[src/cache_pkg.sv]
package cache_pkg;

  localparam int addr_width     = 25;
  localparam int tag_width      = 13;
  localparam int index_width    = 10;
  localparam int offset_width   = 2;
  localparam int line_words     = 4;
  localparam int data_width     = 32;
  localparam int sel_width      = data_width / 8;
  localparam int line_width     = line_words * data_width;
  localparam int num_rows       = 1 << index_width;

  // row layout, valid on top and data at the bottom
  localparam int row_tag_lsb    = line_width;
  localparam int row_dirty_lsb  = row_tag_lsb + tag_width;
  localparam int row_valid_bit  = row_dirty_lsb + line_words;
  localparam int row_width      = row_valid_bit + 1; // 146

  localparam int fifo_width     = 1 + addr_width + data_width + sel_width; // 62
  localparam int fifo_depth     = 4;
  localparam int fifo_ptr_width = 2;

  localparam logic [3:0] stat_hit   = 4'd0;
  localparam logic [3:0] stat_flush = 4'd1;
  localparam logic [3:0] stat_fill  = 4'd2;

  typedef enum logic [3:0] {
    init, idle, lookup, compare, hit, miss,
    flush, flush_done, fill, fill_done, done
  } ctrl_state_e;

  typedef union packed {
    logic [line_words-1:0][data_width-1:0]          words;
    logic [line_words*sel_width-1:0][7:0]            bytes;
  } line_data_u;

endpackage
[src/cache_fifo.sv]
`timescale 1ns/1ps

module cache_fifo (
  input  logic                              clk_i,
  input  logic                              rst_i,
  input  logic                              wr_i,
  input  logic [cache_pkg::fifo_width-1:0]  wdata_i,
  input  logic                              rd_i,
  output logic [cache_pkg::fifo_width-1:0]  rdata_o,
  output logic                              full_o,
  output logic                              empty_o
);

  logic [cache_pkg::fifo_width-1:0]      buf_q [cache_pkg::fifo_depth];
  logic [cache_pkg::fifo_ptr_width-1:0]  wr_ptr_q;
  logic [cache_pkg::fifo_ptr_width-1:0]  rd_ptr_q;
  logic [cache_pkg::fifo_ptr_width:0]    count_q;
  logic                                  do_wr;
  logic                                  do_rd;

  assign full_o  = (count_q == cache_pkg::fifo_depth);
  assign empty_o = (count_q == '0);
  assign do_wr   = wr_i & ~full_o;
  assign do_rd   = rd_i & ~empty_o;
  assign rdata_o = buf_q[rd_ptr_q]; // head entry, no read latency

  always_ff @(posedge clk_i) begin
    if (do_wr) begin
      buf_q[wr_ptr_q] <= wdata_i;
    end
  end

  always_ff @(posedge clk_i or posedge rst_i) begin
    if (rst_i) begin
      wr_ptr_q <= '0;
      rd_ptr_q <= '0;
      count_q  <= '0;
    end else begin
      if (do_wr) begin
        wr_ptr_q <= wr_ptr_q + 1'b1; // wraps at depth
      end
      if (do_rd) begin
        rd_ptr_q <= rd_ptr_q + 1'b1;
      end
      case ({do_wr, do_rd})
        2'b10:   count_q <= count_q + 1'b1;
        2'b01:   count_q <= count_q - 1'b1;
        default: count_q <= count_q;
      endcase
    end
  end

endmodule

[config.mk]
export PLATFORM = sky130hd
export DESIGN_NAME = cache_fifo
export DESIGN_NICKNAME = d
export VERILOG_FILES = /design/src/cache_pkg.sv /design/src/cache_fifo.sv
export SDC_FILE = /design/constraint.sdc
export NUM_CORES = 1
export LEC_CHECK = 0
export ABC_AREA = 1
export BUFFER_PORTS_ARGS = -buffer_cell sky130_fd_sc_hd__buf_2
export CAP_MARGIN = 25
export CORE_MARGIN = 1.5
export CORE_UTILIZATION = 50
export DETAILED_ROUTE_END_ITERATION = 10
export GPL_TIMING_DRIVEN = 1
export PLACE_DENSITY_LB_ADDON = 0.1
export SYNTH_ARGS = -nofsm -noshare
export SYNTH_HDL_FRONTEND = slang
export SYNTH_SLANG_ARGS = --single-unit
[constraint.sdc]
create_clock -name clk_i -period 4.5 [get_ports clk_i]
set_clock_uncertainty 0.15 [all_clocks]
set_input_delay 0.225 -clock clk_i [delete_from_list [all_inputs] [get_ports clk_i]]
set_output_delay 0.225 -clock clk_i [all_outputs]
set_load 0.005 [all_outputs]
-- Yosys cells after proc, flatten, opt, wreduce, memory -nomap -nowiden
Memory sizes are Yosys's and may differ from the RTL's.
Index checks and enable logic that the tools add are counted.
- register bits after elaboration: 7
- RAM bits: 248
- bits of input ports: 66
- output and inout port bits: 64
- logic and storage cells: 20
- memories kept: 1
- memory list (name ; words ; bits a word ; rd ports ; clocked after memory_dff ; write ports ; line ; RTL):
    buf_q ; 4 ; 62 ; 1 ; 0 ; 1 ; cache_fifo.sv:14 ; logic [cache_pkg::fifo_width-1:0] buf_q [cache_pkg::fifo_depth];
- add/sub/neg operators: 4
- eq/ne operators: 3
- mux-type cells: 3
- bitwise gates (word level): 4
- reduce and logical (&&, ||, !) cells: 2
- operator list (operator ; count):
    $pmux 3 s2 ; 1
    $add 2x1->2 const B ; 2
    $add 3x1->3 const B ; 1
    $eq 3x3->1 const B ; 1
    $logic_not 3->1 ; 1
    $sub 3x1->3 const B ; 1
    $and 1x1->1 ; 2
    $eq 2x1->1 const B ; 1
    $eq 2x2->1 const B ; 1
    $mux 1 ; 2
    $not 1->1 ; 2
    $reduce_bool 2->1 ; 1

-- Longest topological paths before layout
Gate-level depths: netlist of the first run.
- depth after elaboration: 5
- gate-level depth with buffers: 12
- mapped depth without buffers: 12

-- Worst setup path after synthesis of the first run
Ideal clock, no wire load.
- path type: register -> register
- start: register count_q[0] (netlist name)
- end: memory buf_q[0][0] (netlist name), enable pin
- setup time: 0.482 ns
- arrival time: 3.300 ns
- required time: 3.868 ns
- slack: 0.568 ns
- stages on the path, launching flop included: 5
- path buffers: 0
- clock period less this slack: 3.932 ns
- path through: dfrtp_1 -> inv_1 -> nand3_1 -> nand2_1 -> nor2_1
- cells in the longest elaborated chain, start to end: 5
- RTL lines (element ; line ; RTL):
    from (decl) ; cache_fifo.sv:17 ; logic [cache_pkg::fifo_ptr_width:0] count_q;
    from (signal assigned) ; cache_fifo.sv:46 ; 2'b10: count_q <= count_q + 1'b1;
    from (signal assigned) ; cache_fifo.sv:47 ; 2'b01: count_q <= count_q - 1'b1;
    from (signal assigned) ; cache_fifo.sv:48 ; default: count_q <= count_q;
    $eq 3x3->1 ; cache_fifo.sv:21 ; assign full_o = (count_q == cache_pkg::fifo_depth);
    $not 1->1 ; cache_fifo.sv:23 ; assign do_wr = wr_i & ~full_o;
    $and 1x1->1 ; cache_fifo.sv:23 ;
    $mux 1 ; cache_fifo.sv:28 ; if (do_wr) begin
    $mux 1 (implied by the code) ; cache_fifo.sv:29 ; buf_q[wr_ptr_q] <= wdata_i;
    to (decl) ; cache_fifo.sv:14 ;
No other way between the ends.

-- Final worst setup path of the first run
- start: register rd_ptr_q[0] (netlist name)
- end: output rdata_o[47] (netlist name)
- cells in the longest elaborated chain, start to end: 1
- RTL lines (element ; line ; RTL):
    from (decl) ; cache_fifo.sv:16 ; logic [cache_pkg::fifo_ptr_width-1:0] rd_ptr_q;
    from (signal assigned) ; cache_fifo.sv:43 ; rd_ptr_q <= rd_ptr_q + 1'b1;
    $mem_v2 4x62 ; n/a ;
    to (decl) ; cache_fifo.sv:9 ; output logic [cache_pkg::fifo_width-1:0] rdata_o,
No other way between the ends.

==> results of run 1 <==
## routing by layer
layer	up-vias	wire, µm
li1	3121	-
met1	2997	8590
met2	144	10400
met3	30	916
met4	0	394
met5	-	0
## metrics by stage
step | instance area [µm²] | total power, W | instances
after detailed placement | 11100 | 0.00577 | 1155
after floorplan | 10300 | 0.00499 | 785
after global placement | 11100 | 0.00568 | 1155
after CTS | 12500 | 0.00776 | 1264
after global routing | 12600 | 0.00816 | 1265
final | 12600 | 0.00767 | 1265
## layout by cell type, fill, tap and decap left out
cell / synthesis / final
ha_1: 5 / 5
nand3_1: 7 / 7
nand4_1: 1 / 1
bufinv_16: 0 / 1
o211ai_1: 124 / 124
clkinv_1: 0 / 8
buf_12: 0 / 2
edfxtp_1: 248 / 248
clkbuf_16: 0 / 27
nand2_1: 203 / 203
buf_4: 1 / 10
nor2_4: 0 / 4
buf_2: 13 / 129
dfrtp_1: 7 / 6
inv_6: 0 / 1
clkinv_2: 0 / 2
dfrtp_2: 0 / 1
dlygate4sd3_1: 0 / 65
o21ai_0: 1 / 1
fa_1: 1 / 1
inv_2: 2 / 1
xnor2_1: 1 / 1
clkbuf_1: 3 / 6
inv_1: 141 / 141
## what timing repair did
action                    in CTS  in global routing
hold buffers                  65                  0
hold endpoints to repair     259                  0
setup buffers                  0                  0
## final cells by class
class                   count  area, µm²
clock buffers              33        698
clock inverters            11       70.1
fillers                  1552       7680
inverters                 143        542
multi-input cells         347       1880
flip-flops and latches    255       7620
well taps                 270        338
repair buffers            206       1410
## power groups by stage
stage / Clock (W) / Sequential, W / Combinational [W]
global placement: 0 / 0.00327 / 0.00241
CTS: 0.00199 / 0.00324 / 0.00253
global route: 0.00208 / 0.00328 / 0.00281
floorplan: 0 / 0.00330 / 0.00169
finish: 0.00194 / 0.00324 / 0.00249
detailed placement: 0 / 0.00329 / 0.00247
## logic make-up after synthesis
kind of cell	Yosys count	synth area share
AOI/OAI and AO/OA	125	0.0904
xor gates and xnor gates	1	0.000847
adders and majority gates	6	0.00798
buffers and inverters	183	0.0850
DFF	255	0.737
and+or+nand+nor	215	0.0791
## flip-flops by register name, indices dropped and copies added, names as in the netlist
signal    flops
buf_q       248
count_q       3
rd_ptr_q      2
wr_ptr_q      2
## worst paths after layout
check                                    end  cells after the start
worst max register to register  buf_q[1][13]                      5
worst max-delay path             rdata_o[47]                      6
worst min register to register    count_q[0]                      1
max in group asynchronous        rd_ptr_q[1]                      3
worst min-delay path              count_q[2]                      3
min in group clk_i              buf_q[3][51]                      2
## worst max-delay path, delay by kind of cell (launching register included)
| kind | cells | cell delay, ns |
|---|---|---|
| buffers and inverters | 3 | 1.25 |
| flip-flops | 1 | 0.44 |
| AND/OR/NAND/NOR | 2 | 0.22 |
| AO/OA/AOI/OAI | 1 | 0.11 |
==> metrics.md, run 1 <==
| Metric | Value |
|---|---|
| Outcome | `completed` |
| Die Ht | `around 150 µm` |
| YS warnings | `0` |
| # setup viols final | `0` |
| Grt peak-use layer | `met2` |
| Remaining Overflow, GRT | `0` |
| Synth unique cells | `17` |
| Cell Chain, Critical Path | `inv_6, buf_12, nand2_1, o211ai_1, nand2_1, buf_2` |
| Switching portion of total power | `0.331` |
| Largest net degree at the start of global routing | `between 100 and 150` |
| Initial DRC count | `approximately 230` |
| Setup CP Type | `flop to output port` |
| GP Congestion | `0.745` |
| Initial antenna violation count | `0` |
| FF+latch count, synth | `between 200 and 300` |
| Pre-antenna DRT Iters | `4` |
| Worst-Skew Late Latency | `between 0.5 and 0.6 ns` |
| Synth area leaders | `edfxtp_1 (72%), o211ai_1 (9.0%), nand2_1 (7.4%), inv_1 (5.1%), buf_6 (2.5%)` |
| Main synth FF type | `edfxtp_1` |
| Synth cell count leaders | `edfxtp_1 (248), nand2_1 (203), inv_1 (141)` |
| Inserted Clock Buffers | `26` |
| Final setup TNS | `0 ns` |
| Post-synth EDFFs | `248` |
| Area grow syn2layout | `21.4%` |
| Vias in the first global route | `roughly 6,400` |
| Average via count per standard cell | `between 4 and 5` |
| PwrDens | `slightly above 600 nW/µm²` |
| Met3 Track Usage GR | `0.0280` |
| Clk buf depth | `3` |
| CP max FO | `roughly 140` |
| Routed via count | `~6,300` |
| Drt total wl | `about 20,000 µm` |
| CTS HTree Levels | `1` |
| ANT cells | `0` |
| Die Wd | `147 µm` |
| Die footprint | `between 20,000 and 25,000 µm²` |
| Fraction of layout cells with a size suffix above 1 | `0.179` |
| WL/cell | `between 15 and 20 µm` |
| Initial Utilization | `0.511` |
| R2R Path Start | `count_q[0]` |
| Critical Path Start | `rd_ptr_q[0]` |
| Average size of a mapped cell | `between 10 and 15 µm²` |
| PortBufs | `between 100 and 150` |
| Worst relative slew slack | `0.348` |
| Worst Setup Start Kind | `flop` |
| First-pass GRT wire length | `~32,000 µm` |
| Area of the core | `20,200 µm²` |
| Combinational fraction of design power | `0.325` |
| Max VDD drop | `0.407 mV` |
| Final worst-path cycle share | `0.684` |
| RSZ-0062 raised after global routing | `no` |
| Worst Path Arrival | `about 2.7 ns` |
| Cts repair resizes | `0` |
| Final Slew Violations | `0` |
| Lkg Pwr | `a little over 5 nW` |
| Worst Setup End Kind | `output port` |
| CP most frequent cell | `nand2_1` |
| Top cell type's share of synthesized area | `0.720` |
| MaxCap Viol Count | `0` |
| Hold Fails Final Rpt | `0` |
| Flop pwr share | `0.422` |
| Sw Pwr | `0.00254 W` |
| HP Class | `input port to asynchronous set/reset pin` |
| Nets | `1,051` |
| Clock power share | `0.253` |
| Seq/Total Area, Yosys | `0.737` |
| Ports | `130` |
| Clock Sinks | `255` |
| Critical path's slowest cell | `inv_6` |
| GR Util met2 | `0.346` |
| Row count | `52` |
| Place WS | `between 1.5 and 2 ns` |
| Worst-margin pin slew | `about 0.98 ns` |
| Min Clock Period, post-route | `3.08 ns` |
| Syn Std Cell Area | `10,300 µm²` |
| CTS Root Cell | `clkbuf_16` |
| Dominant cell type by area after synthesis | `edfxtp_1` |
| Fin Hold WS | `between 0.03 and 0.04 ns` |
| GRT Overall Usage | `0.191` |
| Syn Inst Count | `between 700 and 800` |
| CTS tree | `built` |
| Fmax achieved | `roughly 0.32 GHz` |
| Final WS setup | `between 1 and 1.5 ns` |
| Dpl hpwl | `approximately 12,000 µm` |
| Reg2Reg Setup Slack | `~1.8 ns` |
| Crit path largest cell delay | `approximately 0.67 ns` |
| DRC viols | `0` |
| Most numerous cell in the Yosys netlist | `edfxtp_1` |
| Worst Path Required | `4.12 ns` |
| Clk slew on worst S/H paths | `approximately 0.06 ns` |
| Synth async-reset ratio | `0.0275` |
| GR Util met1 | `0.234` |
| ANT nets after route | `0` |
| P_int | `roughly 0.0051 W` |
| Fin util | `0.621` |
| Syn_nets | `857` |
Note: power is estimated with default switching activity, not from simulation.
==> run 2: changes to the inputs <==
clock period = 2.6 ns   (was 4.5 ns; I/O delays follow)
==> run 2 against run 1 <==
Global-route usage is 0.29 points lower; sequential power is 73% higher; sequential share of layout area is 0.43 points lower; cell count is 0.55% higher; non-clock buffer count is 6 higher; total power is 75% higher; first-iteration DRC count is 53% higher; largest cell class unchanged; highest routed layer unchanged.
==> metrics.md, run 2 (synthesis results as in run 1) <==
| Metric | Value |
|---|---|
| Final worst-path cycle share | `0.897` |
| CTS HTree Levels | `1 (unchanged)` |
| Fraction of layout cells with a size suffix above 1 | `0.183 (+0.00374)` |
| Initial antenna violation count | `0 (unchanged)` |
| Dpl hpwl | `11,600 µm (-3.0%)` |
| Clk buf depth | `3 (unchanged)` |
| Routed wl met3 | `956 µm (+4.4%)` |
| HP Class | `input port to flop` |
| Final Slew Violations | `0 (unchanged)` |
| Worst-margin pin slew | `0.570 ns (-0.406 ns)` |
| Largest net degree at the start of global routing | `81 (-44%)` |
| Post-DP Area | `11,200 µm² (+0.86%)` |
| Reg with most FFs | `buf_q` |
| CTS Root Cell | `clkbuf_16` |
| Area grow syn2layout | `22.2%` |
| CTS tree | `built` |
| Remaining Overflow, GRT | `0 (unchanged)` |
| First-pass GRT wire length | `31,900 µm (-1.2%)` |
| Drt total wl | `20,000 µm (-1.5%)` |
| Initial Utilization | `0.511 (unchanged)` |
| Die footprint | `21,600 µm² (unchanged)` |
| Clock Sinks | `255 (unchanged)` |
| Inserted Clock Buffers | `26 (unchanged)` |
| Fillers | `1,546 (-0.39%)` |
| Worst Setup Start Kind | `flop` |
| Area of the core | `20,200 µm² (unchanged)` |
| PortBufs | `129 (unchanged)` |
| ANT nets after route | `0 (unchanged)` |
| Met1 wire length | `8670 µm (+0.94%)` |
| Setup CP Type | `flop to output port` |
| Routed via count | `6,238 (-0.86%)` |
| Worst Setup End Kind | `output port` |
| Worst Path Arrival | `2.05 ns (-0.66 ns)` |
| PwrDens | `1060 nW/µm² (+73%)` |
| DRC viols | `0 (unchanged)` |
| Pre-antenna DRT Iters | `5 (+1)` |
| Initial DRC count | `351 (+53%)` |
| Met2 wire len | `10,000 µm (-3.5%)` |
| Fin util | `0.625 (+0.00439)` |
| Fmax achieved | `0.429 GHz` |
| Max FFs per register | `248 (unchanged)` |
| Nets | `1,057 (+0.57%)` |
| Total Power | `0.0134 W (+75%)` |
| Highest metal used | `met4` |
| Hold Fails Final Rpt | `0 (unchanged)` |
| Final setup TNS | `0 ns (unchanged)` |
| GP Congestion | `0.696 (-6.6%)` |
| Fin Hold WS | `0.212 ns (+0.178 ns)` |
| Cts repair resizes | `0 (unchanged)` |
| Worst relative slew slack | `0.620 (+0.272)` |
| Min Clock Period, post-route | `2.33 ns` |
| Row count | `52 (unchanged)` |
| WL/cell | `15.7 µm (-2.0%)` |
| CP max FO | `38 (-73%)` |
| Ports | `130 (unchanged)` |
| ANT cells | `0 (unchanged)` |
| Lkg Pwr | `5.17 nW (+0.77%)` |
| # setup viols final | `0 (unchanged)` |
| Outcome | `completed` |
| Die Ht | `147 µm (unchanged)` |
| Vias in the first global route | `6,326 (-0.60%)` |
| Worst-Skew Late Latency | `0.51 ns (about the same)` |
| GRT Overall Usage | `0.188 (-0.00292)` |
| MaxCap Viol Count | `0 (unchanged)` |
| Most common cell after layout, fill and taps aside | `edfxtp_1` |
| Max VDD drop | `0.824 mV (+100%)` |
| Clk slew on worst S/H paths | `0.06 ns (about the same)` |
| Regs by FF count | `buf_q (248), count_q (3)` |
| Commonest non-fill, non-tap cells in the layout | `edfxtp_1 (248), nand2_1 (203), inv_1 (141), buf_2 (129), o211ai_1 (124)` |
| Average via count per standard cell | `4.90 (-1.4%)` |
| Die Wd | `147 µm (unchanged)` |
| Post-CTS setup repair buffer count | `0 (unchanged)` |
| Final Cell Area | `12,600 µm² (+0.71%)` |
| Worst Path Required | `2.32 ns (-1.80 ns)` |
| RSZ-0062 raised after global routing | `no` |
==> run 2: cell types whose count changed in the layout (fill, tap and decap cells not counted), sizes merged <==
cell | previous run | this run
clkbuf | 33 | 35
dlygate4sd3 | 65 | 66
buf | 141 | 146
clkinv | 10 | 9
==> run 2: metrics by stage <==
stage	std cells	setup slack [ns]
floorplan	785	-0.339
finish	1272	0.268
global route	1272	0.0871
detailed placement	1161	0.475
CTS	1272	0.233
global placement	1161	0.555
==> run 2: metal layers <==
layer,up-vias,GRT usage
met1,2928,0.241
li1,3133,-
met3,28,0.0339
met4,0,0.0414
met2,149,0.336
met5,-,0
==> run 2: critical path: stages (launching register included) <==
cell and delay [ns]:
dfrtp_1 0.43, inv_6 0.27, buf_4 0.41, nand2_1 0.09, o211ai_1 0.09, nand2_1 0.08
buf_2 0.13
==> run 2: what timing repair did <==
item | CTS | global route
hold endpoints to repair | 260 | 0
setup endpoints to repair | 0 | 0
hold buffers | 66 | 0
==> run 2: power breakdown <==
group | switching, W | total [W] | internal, W
Clock | 0.00141 | 0.00339 | 0.00198
Combinational | 0.00280 | 0.00440 | 0.00160
Sequential | 0.000198 | 0.00561 | 0.00541
Total | 0.00441 | 0.0134 | 0.00899
==> run 2: path summary, 6_finish.rpt <==
| path | slack [ns] | endpoint | from | depth (start not counted) |
|---|---|---|---|---|
| max | 0.27 | rdata_o[17] | rd_ptr_q[0] | 6 |
| min | 0.21 | buf_q[2][40] | wdata_i[40] | 2 |
| max reg2reg | 0.46 | count_q[2] | count_q[0] | 11 |
| min reg2reg | 0.35 | count_q[0] | count_q[0] | 1 |
| max in group asynchronous | 1.55 | rd_ptr_q[1] | rst_i | 4 |
| min in group asynchronous | 0.49 | rd_ptr_q[0] | rst_i | 4 |
==> run 2: cell type report <==
| type | count | area (µm²) | share of cell area |
|---|---|---|---|
| flip-flops and latches | 255 | 7620 | 0.603 |
| clock buffers | 35 | 706 | 0.0558 |
| multi-input cells | 347 | 1880 | 0.148 |
| inverters | 143 | 542 | 0.0428 |
| repair buffers | 212 | 1500 | 0.118 |
| well taps | 270 | 338 | 0.0267 |
| clock inverters | 10 | 66.3 | 0.00524 |
