==> src/cache_pkg.sv <==
package cache_pkg;

  localparam int addr_width     = 25;
  localparam int tag_width      = 13;
  localparam int index_width    = 10;
  localparam int offset_width   = 2;
  localparam int line_words     = 4;
  localparam int data_width     = 32;
  localparam int sel_width      = data_width / 8;
  localparam int line_width     = line_words * data_width;
  localparam int num_rows       = 1 << index_width;

  // row layout, valid on top and data at the bottom
  localparam int row_tag_lsb    = line_width;
  localparam int row_dirty_lsb  = row_tag_lsb + tag_width;
  localparam int row_valid_bit  = row_dirty_lsb + line_words;
  localparam int row_width      = row_valid_bit + 1; // 146

  localparam int fifo_width     = 1 + addr_width + data_width + sel_width; // 62
  localparam int fifo_depth     = 4;
  localparam int fifo_ptr_width = 2;

  localparam logic [3:0] stat_hit   = 4'd0;
  localparam logic [3:0] stat_flush = 4'd1;
  localparam logic [3:0] stat_fill  = 4'd2;

  typedef enum logic [3:0] {
    init, idle, lookup, compare, hit, miss,
    flush, flush_done, fill, fill_done, done
  } ctrl_state_e;

  typedef union packed {
    logic [line_words-1:0][data_width-1:0]          words;
    logic [line_words*sel_width-1:0][7:0]            bytes;
  } line_data_u;

endpackage
==> src/cache_ctrl.sv <==
`timescale 1ns/1ps

module cache_ctrl (
  input  logic                                        clk_i,
  input  logic                                        rst_i,
  input  logic                                        s_cyc_i,
  input  logic                                        s_stb_i,
  input  logic                                        s_we_i,
  input  logic [cache_pkg::addr_width-1:0]            s_adr_i,
  input  logic [cache_pkg::sel_width-1:0]             s_sel_i,
  input  logic [cache_pkg::data_width-1:0]            s_dat_i,
  input  logic                                        stats_stb_i,
  output logic [cache_pkg::data_width-1:0]            s_dat_o,
  output logic                                        s_ack_o,
  output logic                                        m_cyc_o,
  output logic                                        m_stb_o,
  output logic                                        m_we_o,
  output logic [cache_pkg::addr_width-1:0]            m_adr_o,
  output logic [cache_pkg::sel_width-1:0]             m_sel_o,
  output logic [cache_pkg::data_width-1:0]            m_dat_o,
  input  logic [cache_pkg::data_width-1:0]            m_dat_i,
  input  logic                                        m_ack_i,
  output logic                                        fifo_wr_o,
  output logic [cache_pkg::fifo_width-1:0]            fifo_wdata_o,
  output logic                                        fifo_rd_o,
  input  logic                                        fifo_empty_i,
  input  logic                                        fifo_full_i,
  input  logic [cache_pkg::fifo_width-1:0]            fifo_q_i,
  output logic [cache_pkg::index_width-1:0]           mem_addr_o,
  output logic [1:0]                                  mem_wren_o,
  output logic [1:0][cache_pkg::row_width-1:0]        mem_wdata_o,
  input  logic [1:0][cache_pkg::row_width-1:0]        mem_rdata_i
);

  cache_pkg::ctrl_state_e                 state_q;
  cache_pkg::ctrl_state_e                 state_d;
  logic [cache_pkg::index_width-1:0]      init_cnt_q;
  logic [cache_pkg::offset_width-1:0]     beat_q;
  logic                                   req_we_q;
  logic [cache_pkg::addr_width-1:0]       req_adr_q;
  logic [cache_pkg::data_width-1:0]       req_dat_q;
  logic [cache_pkg::sel_width-1:0]        req_sel_q;
  logic                                   hit_way_q;
  logic                                   victim_q;
  cache_pkg::line_data_u                  fill_buf_q;
  logic                                   lru_q [cache_pkg::num_rows];
  logic [cache_pkg::data_width-1:0]       hit_cnt_q;
  logic [cache_pkg::data_width-1:0]       flush_cnt_q;
  logic [cache_pkg::data_width-1:0]       fill_cnt_q;
  logic                                   ack_q;
  logic                                   rd_wait_q;
  logic                                   pend_stats_q;
  logic                                   stats_done_q;

  logic                                   accept;
  logic                                   stats_req;
  logic [cache_pkg::data_width-1:0]       stat_val;
  logic [cache_pkg::tag_width-1:0]        req_tag;
  logic [cache_pkg::index_width-1:0]      req_idx;
  logic [cache_pkg::offset_width-1:0]     req_word;
  logic [1:0]                             way_hit;
  logic                                   sel_way;
  logic [cache_pkg::row_width-1:0]        cur_row;
  logic [cache_pkg::tag_width-1:0]        cur_tag;
  logic [cache_pkg::line_words-1:0]       cur_dirty;
  cache_pkg::line_data_u                  cur_data;
  cache_pkg::line_data_u                  merged;
  logic [cache_pkg::line_words-1:0]       word_mask;
  logic [cache_pkg::row_width-1:0]        wr_row;

  assign req_tag  = req_adr_q[cache_pkg::addr_width-1 -: cache_pkg::tag_width];
  assign req_idx  = req_adr_q[cache_pkg::offset_width +: cache_pkg::index_width];
  assign req_word = req_adr_q[cache_pkg::offset_width-1:0];

  // slave side acceptance
  assign accept       = s_cyc_i & s_stb_i & ~ack_q & ~rd_wait_q & (stats_stb_i | ~fifo_full_i);
  assign fifo_wr_o    = accept & ~stats_stb_i;
  assign fifo_wdata_o = {s_we_i, s_adr_i, s_dat_i, s_sel_i};
  assign s_ack_o      = ack_q;
  assign stats_req    = s_cyc_i & s_stb_i & stats_stb_i & ~ack_q & fifo_empty_i;

  always_comb begin
    case (s_adr_i[3:0])
      cache_pkg::stat_hit:   stat_val = hit_cnt_q;
      cache_pkg::stat_flush: stat_val = flush_cnt_q;
      cache_pkg::stat_fill:  stat_val = fill_cnt_q;
      default:               stat_val = '0;
    endcase
  end

  always_comb begin
    for (int w = 0; w < 2; w++) begin
      way_hit[w] = mem_rdata_i[w][cache_pkg::row_valid_bit] &&
                   (mem_rdata_i[w][cache_pkg::row_tag_lsb +: cache_pkg::tag_width] == req_tag);
    end
  end

  assign sel_way = (state_q == cache_pkg::hit) ? hit_way_q : victim_q;

  // byte merge of the write data into the hit row
  always_comb begin
    cur_row   = mem_rdata_i[sel_way];
    cur_tag   = cur_row[cache_pkg::row_tag_lsb +: cache_pkg::tag_width];
    cur_dirty = cur_row[cache_pkg::row_dirty_lsb +: cache_pkg::line_words];
    cur_data  = cur_row[cache_pkg::line_width-1:0];
    merged    = cur_data;
    for (int b = 0; b < cache_pkg::sel_width; b++) begin
      if (req_sel_q[b]) begin
        merged.bytes[req_word * cache_pkg::sel_width + b] = req_dat_q[8*b +: 8];
      end
    end
    word_mask           = '0;
    word_mask[req_word] = 1'b1;
  end

  assign mem_addr_o  = (state_q == cache_pkg::init) ? init_cnt_q : req_idx;
  assign mem_wdata_o = {wr_row, wr_row};
  assign m_stb_o     = m_cyc_o;
  assign m_sel_o     = '1;

  always_comb begin
    state_d    = state_q;
    fifo_rd_o  = 1'b0;
    mem_wren_o = '0;
    wr_row     = '0; // init sweep writes an invalid row
    m_cyc_o    = 1'b0;
    m_we_o     = 1'b0;
    m_adr_o    = '0;
    m_dat_o    = '0;
    case (state_q)
      cache_pkg::init: begin
        mem_wren_o = 2'b11;
        if (init_cnt_q == '0) begin
          state_d = cache_pkg::idle;
        end
      end
      cache_pkg::idle: begin
        if (stats_req) begin
          state_d = cache_pkg::done;
        end else if (!fifo_empty_i) begin
          fifo_rd_o = 1'b1;
          state_d   = cache_pkg::lookup;
        end
      end
      cache_pkg::lookup:  state_d = cache_pkg::compare; // rows arrive next cycle
      cache_pkg::compare: state_d = (|way_hit) ? cache_pkg::hit : cache_pkg::miss;
      cache_pkg::hit: begin
        wr_row                = {1'b1, cur_dirty | word_mask, cur_tag, merged};
        mem_wren_o[hit_way_q] = req_we_q;
        state_d               = cache_pkg::done;
      end
      cache_pkg::miss: begin
        if (cur_row[cache_pkg::row_valid_bit] && (|cur_dirty)) begin
          state_d = cache_pkg::flush;
        end else begin
          state_d = cache_pkg::fill;
        end
      end
      cache_pkg::flush: begin
        m_cyc_o = 1'b1;
        m_we_o  = 1'b1;
        m_adr_o = {cur_tag, req_idx, beat_q};
        m_dat_o = cur_data.words[beat_q];
        if (m_ack_i && (&beat_q)) begin
          state_d = cache_pkg::flush_done;
        end
      end
      cache_pkg::flush_done: state_d = cache_pkg::fill;
      cache_pkg::fill: begin
        m_cyc_o = 1'b1;
        m_adr_o = {req_tag, req_idx, beat_q};
        if (m_ack_i && (&beat_q)) begin
          state_d = cache_pkg::fill_done;
        end
      end
      cache_pkg::fill_done: begin
        wr_row               = {1'b1, {cache_pkg::line_words{1'b0}}, req_tag, fill_buf_q};
        mem_wren_o[victim_q] = 1'b1;
        state_d              = cache_pkg::lookup; // replay
      end
      default: state_d = cache_pkg::idle;
    endcase
  end

  always_ff @(posedge clk_i or posedge rst_i) begin
    if (rst_i) begin
      state_q      <= cache_pkg::init;
      init_cnt_q   <= '1;
      beat_q       <= '0;
      hit_way_q    <= 1'b0;
      victim_q     <= 1'b0;
      hit_cnt_q    <= '0;
      flush_cnt_q  <= '0;
      fill_cnt_q   <= '0;
      ack_q        <= 1'b0;
      rd_wait_q    <= 1'b0;
      pend_stats_q <= 1'b0;
      stats_done_q <= 1'b0;
      s_dat_o      <= '0;
    end else begin
      state_q <= state_d;
      ack_q   <= 1'b0;
      if (accept) begin
        if (s_we_i && !stats_stb_i) begin
          ack_q <= 1'b1; // posted write
        end else begin
          rd_wait_q    <= 1'b1;
          pend_stats_q <= stats_stb_i;
        end
      end
      // read acks once its own entry is done and nothing is left queued
      if (rd_wait_q && (state_q == cache_pkg::done) && fifo_empty_i &&
          (stats_done_q == pend_stats_q)) begin
        rd_wait_q <= 1'b0;
        ack_q     <= 1'b1;
      end
      case (state_q)
        cache_pkg::init: init_cnt_q <= init_cnt_q - 1'b1;
        cache_pkg::idle: begin
          if (stats_req) begin
            stats_done_q <= 1'b1;
            s_dat_o      <= stat_val;
          end else if (!fifo_empty_i) begin
            stats_done_q <= 1'b0;
          end
        end
        cache_pkg::compare: begin
          hit_way_q <= way_hit[1];
          victim_q  <= lru_q[req_idx];
        end
        cache_pkg::hit: begin
          hit_cnt_q <= hit_cnt_q + 1'b1;
          if (!req_we_q) begin
            s_dat_o <= cur_data.words[req_word];
          end
        end
        cache_pkg::flush, cache_pkg::fill: begin
          if (m_ack_i) begin
            beat_q <= beat_q + 1'b1; // back to zero after the last beat
          end
        end
        cache_pkg::flush_done: flush_cnt_q <= flush_cnt_q + 1'b1;
        cache_pkg::fill_done:  fill_cnt_q <= fill_cnt_q + 1'b1;
        default: ;
      endcase
    end
  end

  always_ff @(posedge clk_i) begin
    if (fifo_rd_o) begin
      {req_we_q, req_adr_q, req_dat_q, req_sel_q} <= fifo_q_i;
    end
    if ((state_q == cache_pkg::fill) && m_ack_i) begin
      fill_buf_q.words[beat_q] <= m_dat_i;
    end
  end

  // per-set lru, points at the way to evict
  always_ff @(posedge clk_i) begin
    if (state_q == cache_pkg::init) begin
      lru_q[init_cnt_q] <= 1'b0;
    end else if (state_q == cache_pkg::hit) begin
      lru_q[req_idx] <= ~hit_way_q;
    end
  end

endmodule

==> config.mk <==
export PLATFORM = sky130hd
export DESIGN_NAME = cache_ctrl
export DESIGN_NICKNAME = d
export VERILOG_FILES = /design/src/cache_pkg.sv /design/src/cache_ctrl.sv
export SDC_FILE = /design/constraint.sdc
export NUM_CORES = 2
export LEC_CHECK = 0
export BUFFER_PORTS_ARGS = -buffer_cell sky130_fd_sc_hd__buf_2
export CORE_MARGIN = 3
export CORE_UTILIZATION = 50
export DETAILED_ROUTE_END_ITERATION = 7
export GPL_ROUTABILITY_DRIVEN = 1
export HOLD_SLACK_MARGIN = 0.1
export MAX_ROUTING_LAYER = met4
export PLACE_DENSITY = 0.74
export RECOVER_POWER = 25
export SETUP_SLACK_MARGIN = 0.3
export SYNTH_ARGS = -nofsm -noshare
export SYNTH_HDL_FRONTEND = slang
export SYNTH_SLANG_ARGS = --single-unit
==> constraint.sdc <==
create_clock -name clk_i -period 28.1 [get_ports clk_i]
set_input_delay 2.81 -clock clk_i [delete_from_list [all_inputs] [get_ports clk_i]]
set_output_delay 2.81 -clock clk_i [all_outputs]
set_load 0.01 [all_outputs]
* Yosys cells after proc, flatten, opt, wreduce, memory -nomap -nowiden
Memories as Yosys holds them, arrays and structs flattened. A register that Yosys moved wholly into a read port is not among the register bits.
Index checks and enable logic that the tools add are counted.
** Cells by class
- Add/sub/neg operators :: 8
- Order comparisons :: 17
- Equality and inequality tests :: 23
- Mux-type cells :: 70
- Bitwise operators :: 17
- Reduce and logical (&&, ||, !) cells :: 34
** Operators by type and width (count)
- 128-bit bitwise mux :: 5
- 128-bit two-way mux :: 4
- 146-bit two-way mux :: 2
- 146-bit case mux with 2 select lines :: 1
- 32-bit two-way mux :: 6
- 32-bit binary-select mux with 2-bit select :: 2
- 32-bit by 1-bit adder with 32-bit output, second input constant :: 3
- 8-bit demux with 4-bit select :: 3
- 32-bit case mux with 3 select lines :: 1
- 32-bit demux with 2-bit select :: 1
- 32-bit case mux with 2 select lines :: 1
- 25-bit case mux with 2 select lines :: 1
- 4-bit case mux with 10 select lines :: 1
- 8-bit two-way mux :: 4
- 13-bit == test :: 2
- 1-bit two-way mux :: 25
- 4-bit two-way mux :: 6
- 10-bit two-way mux :: 2
- 1-bit logical AND :: 17
- 8-bit demux with 2-bit select :: 1
- 4-bit by 3-bit == test with 1-bit output, second input constant :: 4
- 5-bit by 1-bit >= comparator with 1-bit output, second input constant :: 3
- 5-bit < comparator, second input constant :: 3
- 4-bit by 2-bit == test with 1-bit output, second input constant :: 3
- 34 further kinds :: 68
** Storage, ports and cells
- Bits in registers :: 339
- RAM bits :: 1024
- Input port bits :: 456
- Output and inout bits :: 465
- Word-level logic and storage cells :: 187
- Memories :: 1
** Memory list
- lru_q :: words 1024, width 1, read ports 1, clocked after memory_dff 1, wr ports 1, line cache_ctrl.sv:46 : logic lru_q [cache_pkg::num_rows];

* Logic depth before layout (Yosys ltp)
- Depth in word-level cells :: 13
- Depth in mapped cells :: 14
- Gate-level depth less buffers :: 9

* Worst setup path after synthesis
OpenSTA, ideal clock, no wires.
- Path kind :: flip-flop to flip-flop
- Start point :: reg state_q[3]
- End point :: mem lru_q[0] (data pin)
- Library setup time :: 4968 ps
- Arrival time :: 25247 ps
- Data required time :: 23132 ps
- Path slack :: -2115 ps
- Stages on the path, launching flop included :: 8
- Path buffers :: 5
- Period minus slack after synthesis :: 30215 ps
- Cells stage by stage :: dfrtp_1 buf_6 or4b_1 buf_2 buf_1 clkbuf_1 clkbuf_1 nor2_1
** Between the ends
- Cells in the longest elaborated chain, start to end :: 6
- Elaborated cells on any way between the ends :: 7
- Classes of those cells :: eq/ne: 1; mux: 4; reduce/logical: 2
** RTL lines
- start, declared :: line cache_ctrl.sv:35 : cache_pkg::ctrl_state_e state_q;
- start signal, assigned :: line cache_ctrl.sv:187 : state_q <= cache_pkg::init;
- start signal, assigned :: line cache_ctrl.sv:201 : state_q <= state_d;
- 4-bit by 3-bit == test with 1-bit output :: line cache_ctrl.sv:262 : end else if (state_q == cache_pkg::hit) begin
- 1-bit two-way mux :: line cache_ctrl.sv:262
- 1-bit two-way mux (*) :: line cache_ctrl.sv:260 : if (state_q == cache_pkg::init) begin
- 1-bit two-way mux (implied by the code) (*) :: line cache_ctrl.sv:263 : lru_q[req_idx] <= ~hit_way_q;
- 1-bit OR reduction (no line) (*)
- 1-bit two-way mux (no line) (*)
- end, declared :: line cache_ctrl.sv:46
Every way passes the cells marked *; elsewhere a longest branch is shown, timed or not.

==> impl_results.md <==
* Yosys warning count at 0
* Vias in the first global route at approximately 46000
* Initial Util at 50.6%
* CTS Sinks at about 1400
* Die Wd at ~370 um
* Die area at approximately 140000 um^2
* HP Class: reg2reg
* Clock skew at 0.0451 ns
* Crit-path slowest cell: clkbuf_1
* Worst path cell trace: or4b_1 -> mux2i_4 -> clkbuf_1 -> buf_4 -> buf_12 -> mux2i_1 -> nand2_1 -> o21ai_0 -> o21ai_1 -> buf_2
* Initial drt markers at between 8000 and 9000
* Placer Congestion at between 1 and 1.5
* Via/cell ratio at between 6 and 7
* Crit share post-route at between 30 and 40%
* Unrepaired setup endpoints after global routing: false
* Placeable Area at approximately 130000 um^2
* CTS tree: built
* Layout Utilization at between 50% and 60%
* Post-synth EDFFs at ~1200
* Synthesized instance count at 5319
* Busiest layer in global routing: met2
* Outcome: finished, violations left
* Crit Path Max Fanout at 95
* Residual DRC at 0
* Area contributors post-synth: edfxtp_1 55%, mux4_2 10%, nor2_1 6.9%
* Largest net degree at the start of global routing at 307
* CP Launch Type: flop
* WP data required at approximately 25 ns
* Total global routing overflow at 0
* Post-synth ARST share at a little over a tenth
* CTS H-Tree Depth at 4
* IO Pins at 921
* Post-DP HPWL at 217000 um
* Cell Area, Placed at ~70000 um^2
* Clock Tree Buf Depth at 3
* Worst path arrival time at around 8 ns
* First-pass GRT wire length at a little over 400000 um
* Worst vdd ir at between 0.08 and 0.09 mV
* Pins Over Slew Limit at 569
* Seq cells post-synth at 1364
* CTS root buffer: clkbuf_16
* Share of cells above drive strength 1 at 24.0%
* # nets final at around 6200
* Max Cap Viol at 16
* Static leakage at 27.1 nW
* Initial antenna violation count at about 120
* WL final at between 300000 and 400000 um
* Cell family with most CP delay: buffers and inverters
* Dominant synthesized flop cell: edfxtp_1
* First-pass iteration count of the detailed router at 6
* Register area at 40200 um^2
* Chip Height at ~370 um
* Sequential-to-total area share from yosys stat at 61.1%
* Post-CTS Hold Fix Bufs at 0
* Vias at about 50000
* Critical path class: reg2out
* Multi-input gate area at 22200 um^2
* Failing checks: capacitance limit, slew limit
* Critical path endpoint category: primary output
* Final setup violation count at 0
* Slowest Stage Delay on Critical Path at between 1 and 1.5 ns
* Met2 Use GR at around three fifths
* Area delta synth->final at 12.9%
* Design Area, Final at 74400 um^2
* Placement row count at ~130
* Reg clk slew, reported paths at ~0.06 ns
* F_max at 0.0927 GHz
* Setup Buffers After CTS at 0
* Mean Syn Cell Area at around 12 um^2
* FILL cells at between 10000 and 15000
* Mapped cell area at about 66000 um^2
* PortBufs at 802
* All-Layer GR Usage at 45.6%
* Per-cell routed wire length at 39.2 um
* TritonCTS Buffers at ~140
* Post_cts resized at 0
* M1 GR Usage at approximately 57%
* Synth top area share at between 50% and 60%
* Hold Violations, Final at 0
* Later-pin clock latency in the skew report at 0.79 ns
* Final ANT Viol Nets at 0
* Yosys cell types at 73
* Power Density at around 85 nW/um^2
* Worst slew pin tran at ~4.3 ns
* Rel. slew slack at -188%
* Grt met3 use at a little over a fifth
* Area leader, netlist: edfxtp_1
* Total Neg Setup Slack at 0 ns
* Final min period at 10.79 ns
* Buf/Inv on CP at 4
cell families after synthesis:
family | share of synthesized area [%]
adder cells (fa/ha/maj) | 0.152
flip-flops | 61.1
AO/OA/AOI/OAI | 5.30
multiplexers | 14.0
AND/OR/NAND/NOR | 12.3
XOR/XNOR | 1.73
buffers and inverters | 5.38
other | 0.00569
stage by stage:
| step | power [mW] | setup slack, ns | hold slack (ns) | cells |
|---|---|---|---|---|
| after CTS | 6.24 | 19.13 | 0.470 | 7634 |
| after floorplan | 3.69 | 8.42 | 0.441 | 5322 |
| after global routing | 6.45 | 17.09 | 0.484 | 7698 |
| after detailed placement | 4.41 | 19.96 | 0.460 | 7374 |
| after global placement | 4.40 | 19.17 | 0.459 | 7373 |
| final | 6.31 | 17.31 | 0.474 | 7713 |
layout make-up:
type	count	area share, %
clock inverters	73	0.849
inverters	26	0.133
well taps	1742	2.93
repair buffers	944	6.73
flip-flops and latches	1364	54.1
clock buffers	187	5.22
multi-input cells	3298	29.8
diodes	79	0.266
routing by layer:
metal	routed length [um]	share of wire [%]
met2	127000	42
met4	18700	6.2
met1	110000	36
met5	0	0
met3	47400	16
flip-flops by register name, indices dropped and copies added, names as in the netlist, 2 cells and up:
signal and cells:
req_dat_q 32, hit_cnt_q 32, req_adr_q 25, beat_q 2
state_q 4, req_sel_q 4, s_dat_o 32, fill_buf_q 128
lru_q 1024, flush_cnt_q 32, init_cnt_q 10, fill_cnt_q 32
cell usage after synthesis, types with 10 or more instances:
| library cell | number |
|---|---|
| edfxtp_1 | 1214 |
| a211oi_1 | 11 |
| mux2i_1 | 248 |
| o22ai_1 | 27 |
| dfrtp_1 | 140 |
| nand2b_1 | 10 |
| clkbuf_1 | 287 |
| nand2_1 | 552 |
| dfstp_2 | 10 |
| mux2_2 | 15 |
| nor3_1 | 21 |
| nor2_1 | 1210 |
| and2_1 | 15 |
| a22oi_1 | 51 |
| a221oi_1 | 12 |
| xnor2_1 | 89 |
| nand3_1 | 52 |
| inv_1 | 24 |
| mux4_2 | 293 |
| o21ai_0 | 274 |
| buf_4 | 238 |
| a21oi_1 | 106 |
| o21ai_1 | 36 |
| buf_2 | 31 |
| xor2_1 | 41 |
| nand4_1 | 32 |
| buf_1 | 62 |
| and3_1 | 27 |
| nor4_1 | 20 |
| nor2b_1 | 23 |
| buf_6 | 14 |
| o221ai_1 | 29 |
power by group:
part | switching (mW) | total, mW | internal (mW)
registers | 0.104 | 2.51 | 2.41
clock network | 0.838 | 1.85 | 1.01
logic | 1.39 | 1.95 | 0.554
final timing paths:
check                           startpoint               to  slack [ns]  cells after the start
setup / recovery                state_q[0]  mem_wdata_o[87]       17.31                     10
hold / removal             flush_cnt_q[31]  flush_cnt_q[31]        0.47                      1
setup reg to reg                state_q[0]      lru_q[1006]       19.31                      6
hold reg to reg            flush_cnt_q[31]  flush_cnt_q[31]        0.47                      1
max in group asynchronous            rst_i        beat_q[0]       21.18                      4
min in group asynchronous            rst_i       s_dat_o[0]        2.61                      2
placed cells by master (no fill, tap or decap), types with 24 or more instances in the layout:
master / n
a22oi_1: 51
clkbuf_16: 148
buf_4: 120
nand2_1: 552
dfrtp_1: 139
xnor2_1: 89
o221ai_1: 29
nand3_1: 52
nand4_1: 32
mux2i_1: 247
buf_2: 752
xor2_1: 41
o21ai_1: 49
o22ai_1: 27
clkbuf_1: 103
edfxtp_1: 1214
nor2_1: 1209
and3_1: 24
o21ai_0: 258
diode_2: 79
a21oi_1: 106
mux4_2: 293
clkinv_1: 30
worst reg2reg max path, cell delays in order, from the launching register on:
cell and delay, ns:
dfrtp_1 0.58, or4b_1 1.25, nor2_4 0.28, clkbuf_1 3.05, buf_12 0.63, buf_4 1.43
buf_4 1.14
Note: power is estimated with default switching activity, not from simulation.
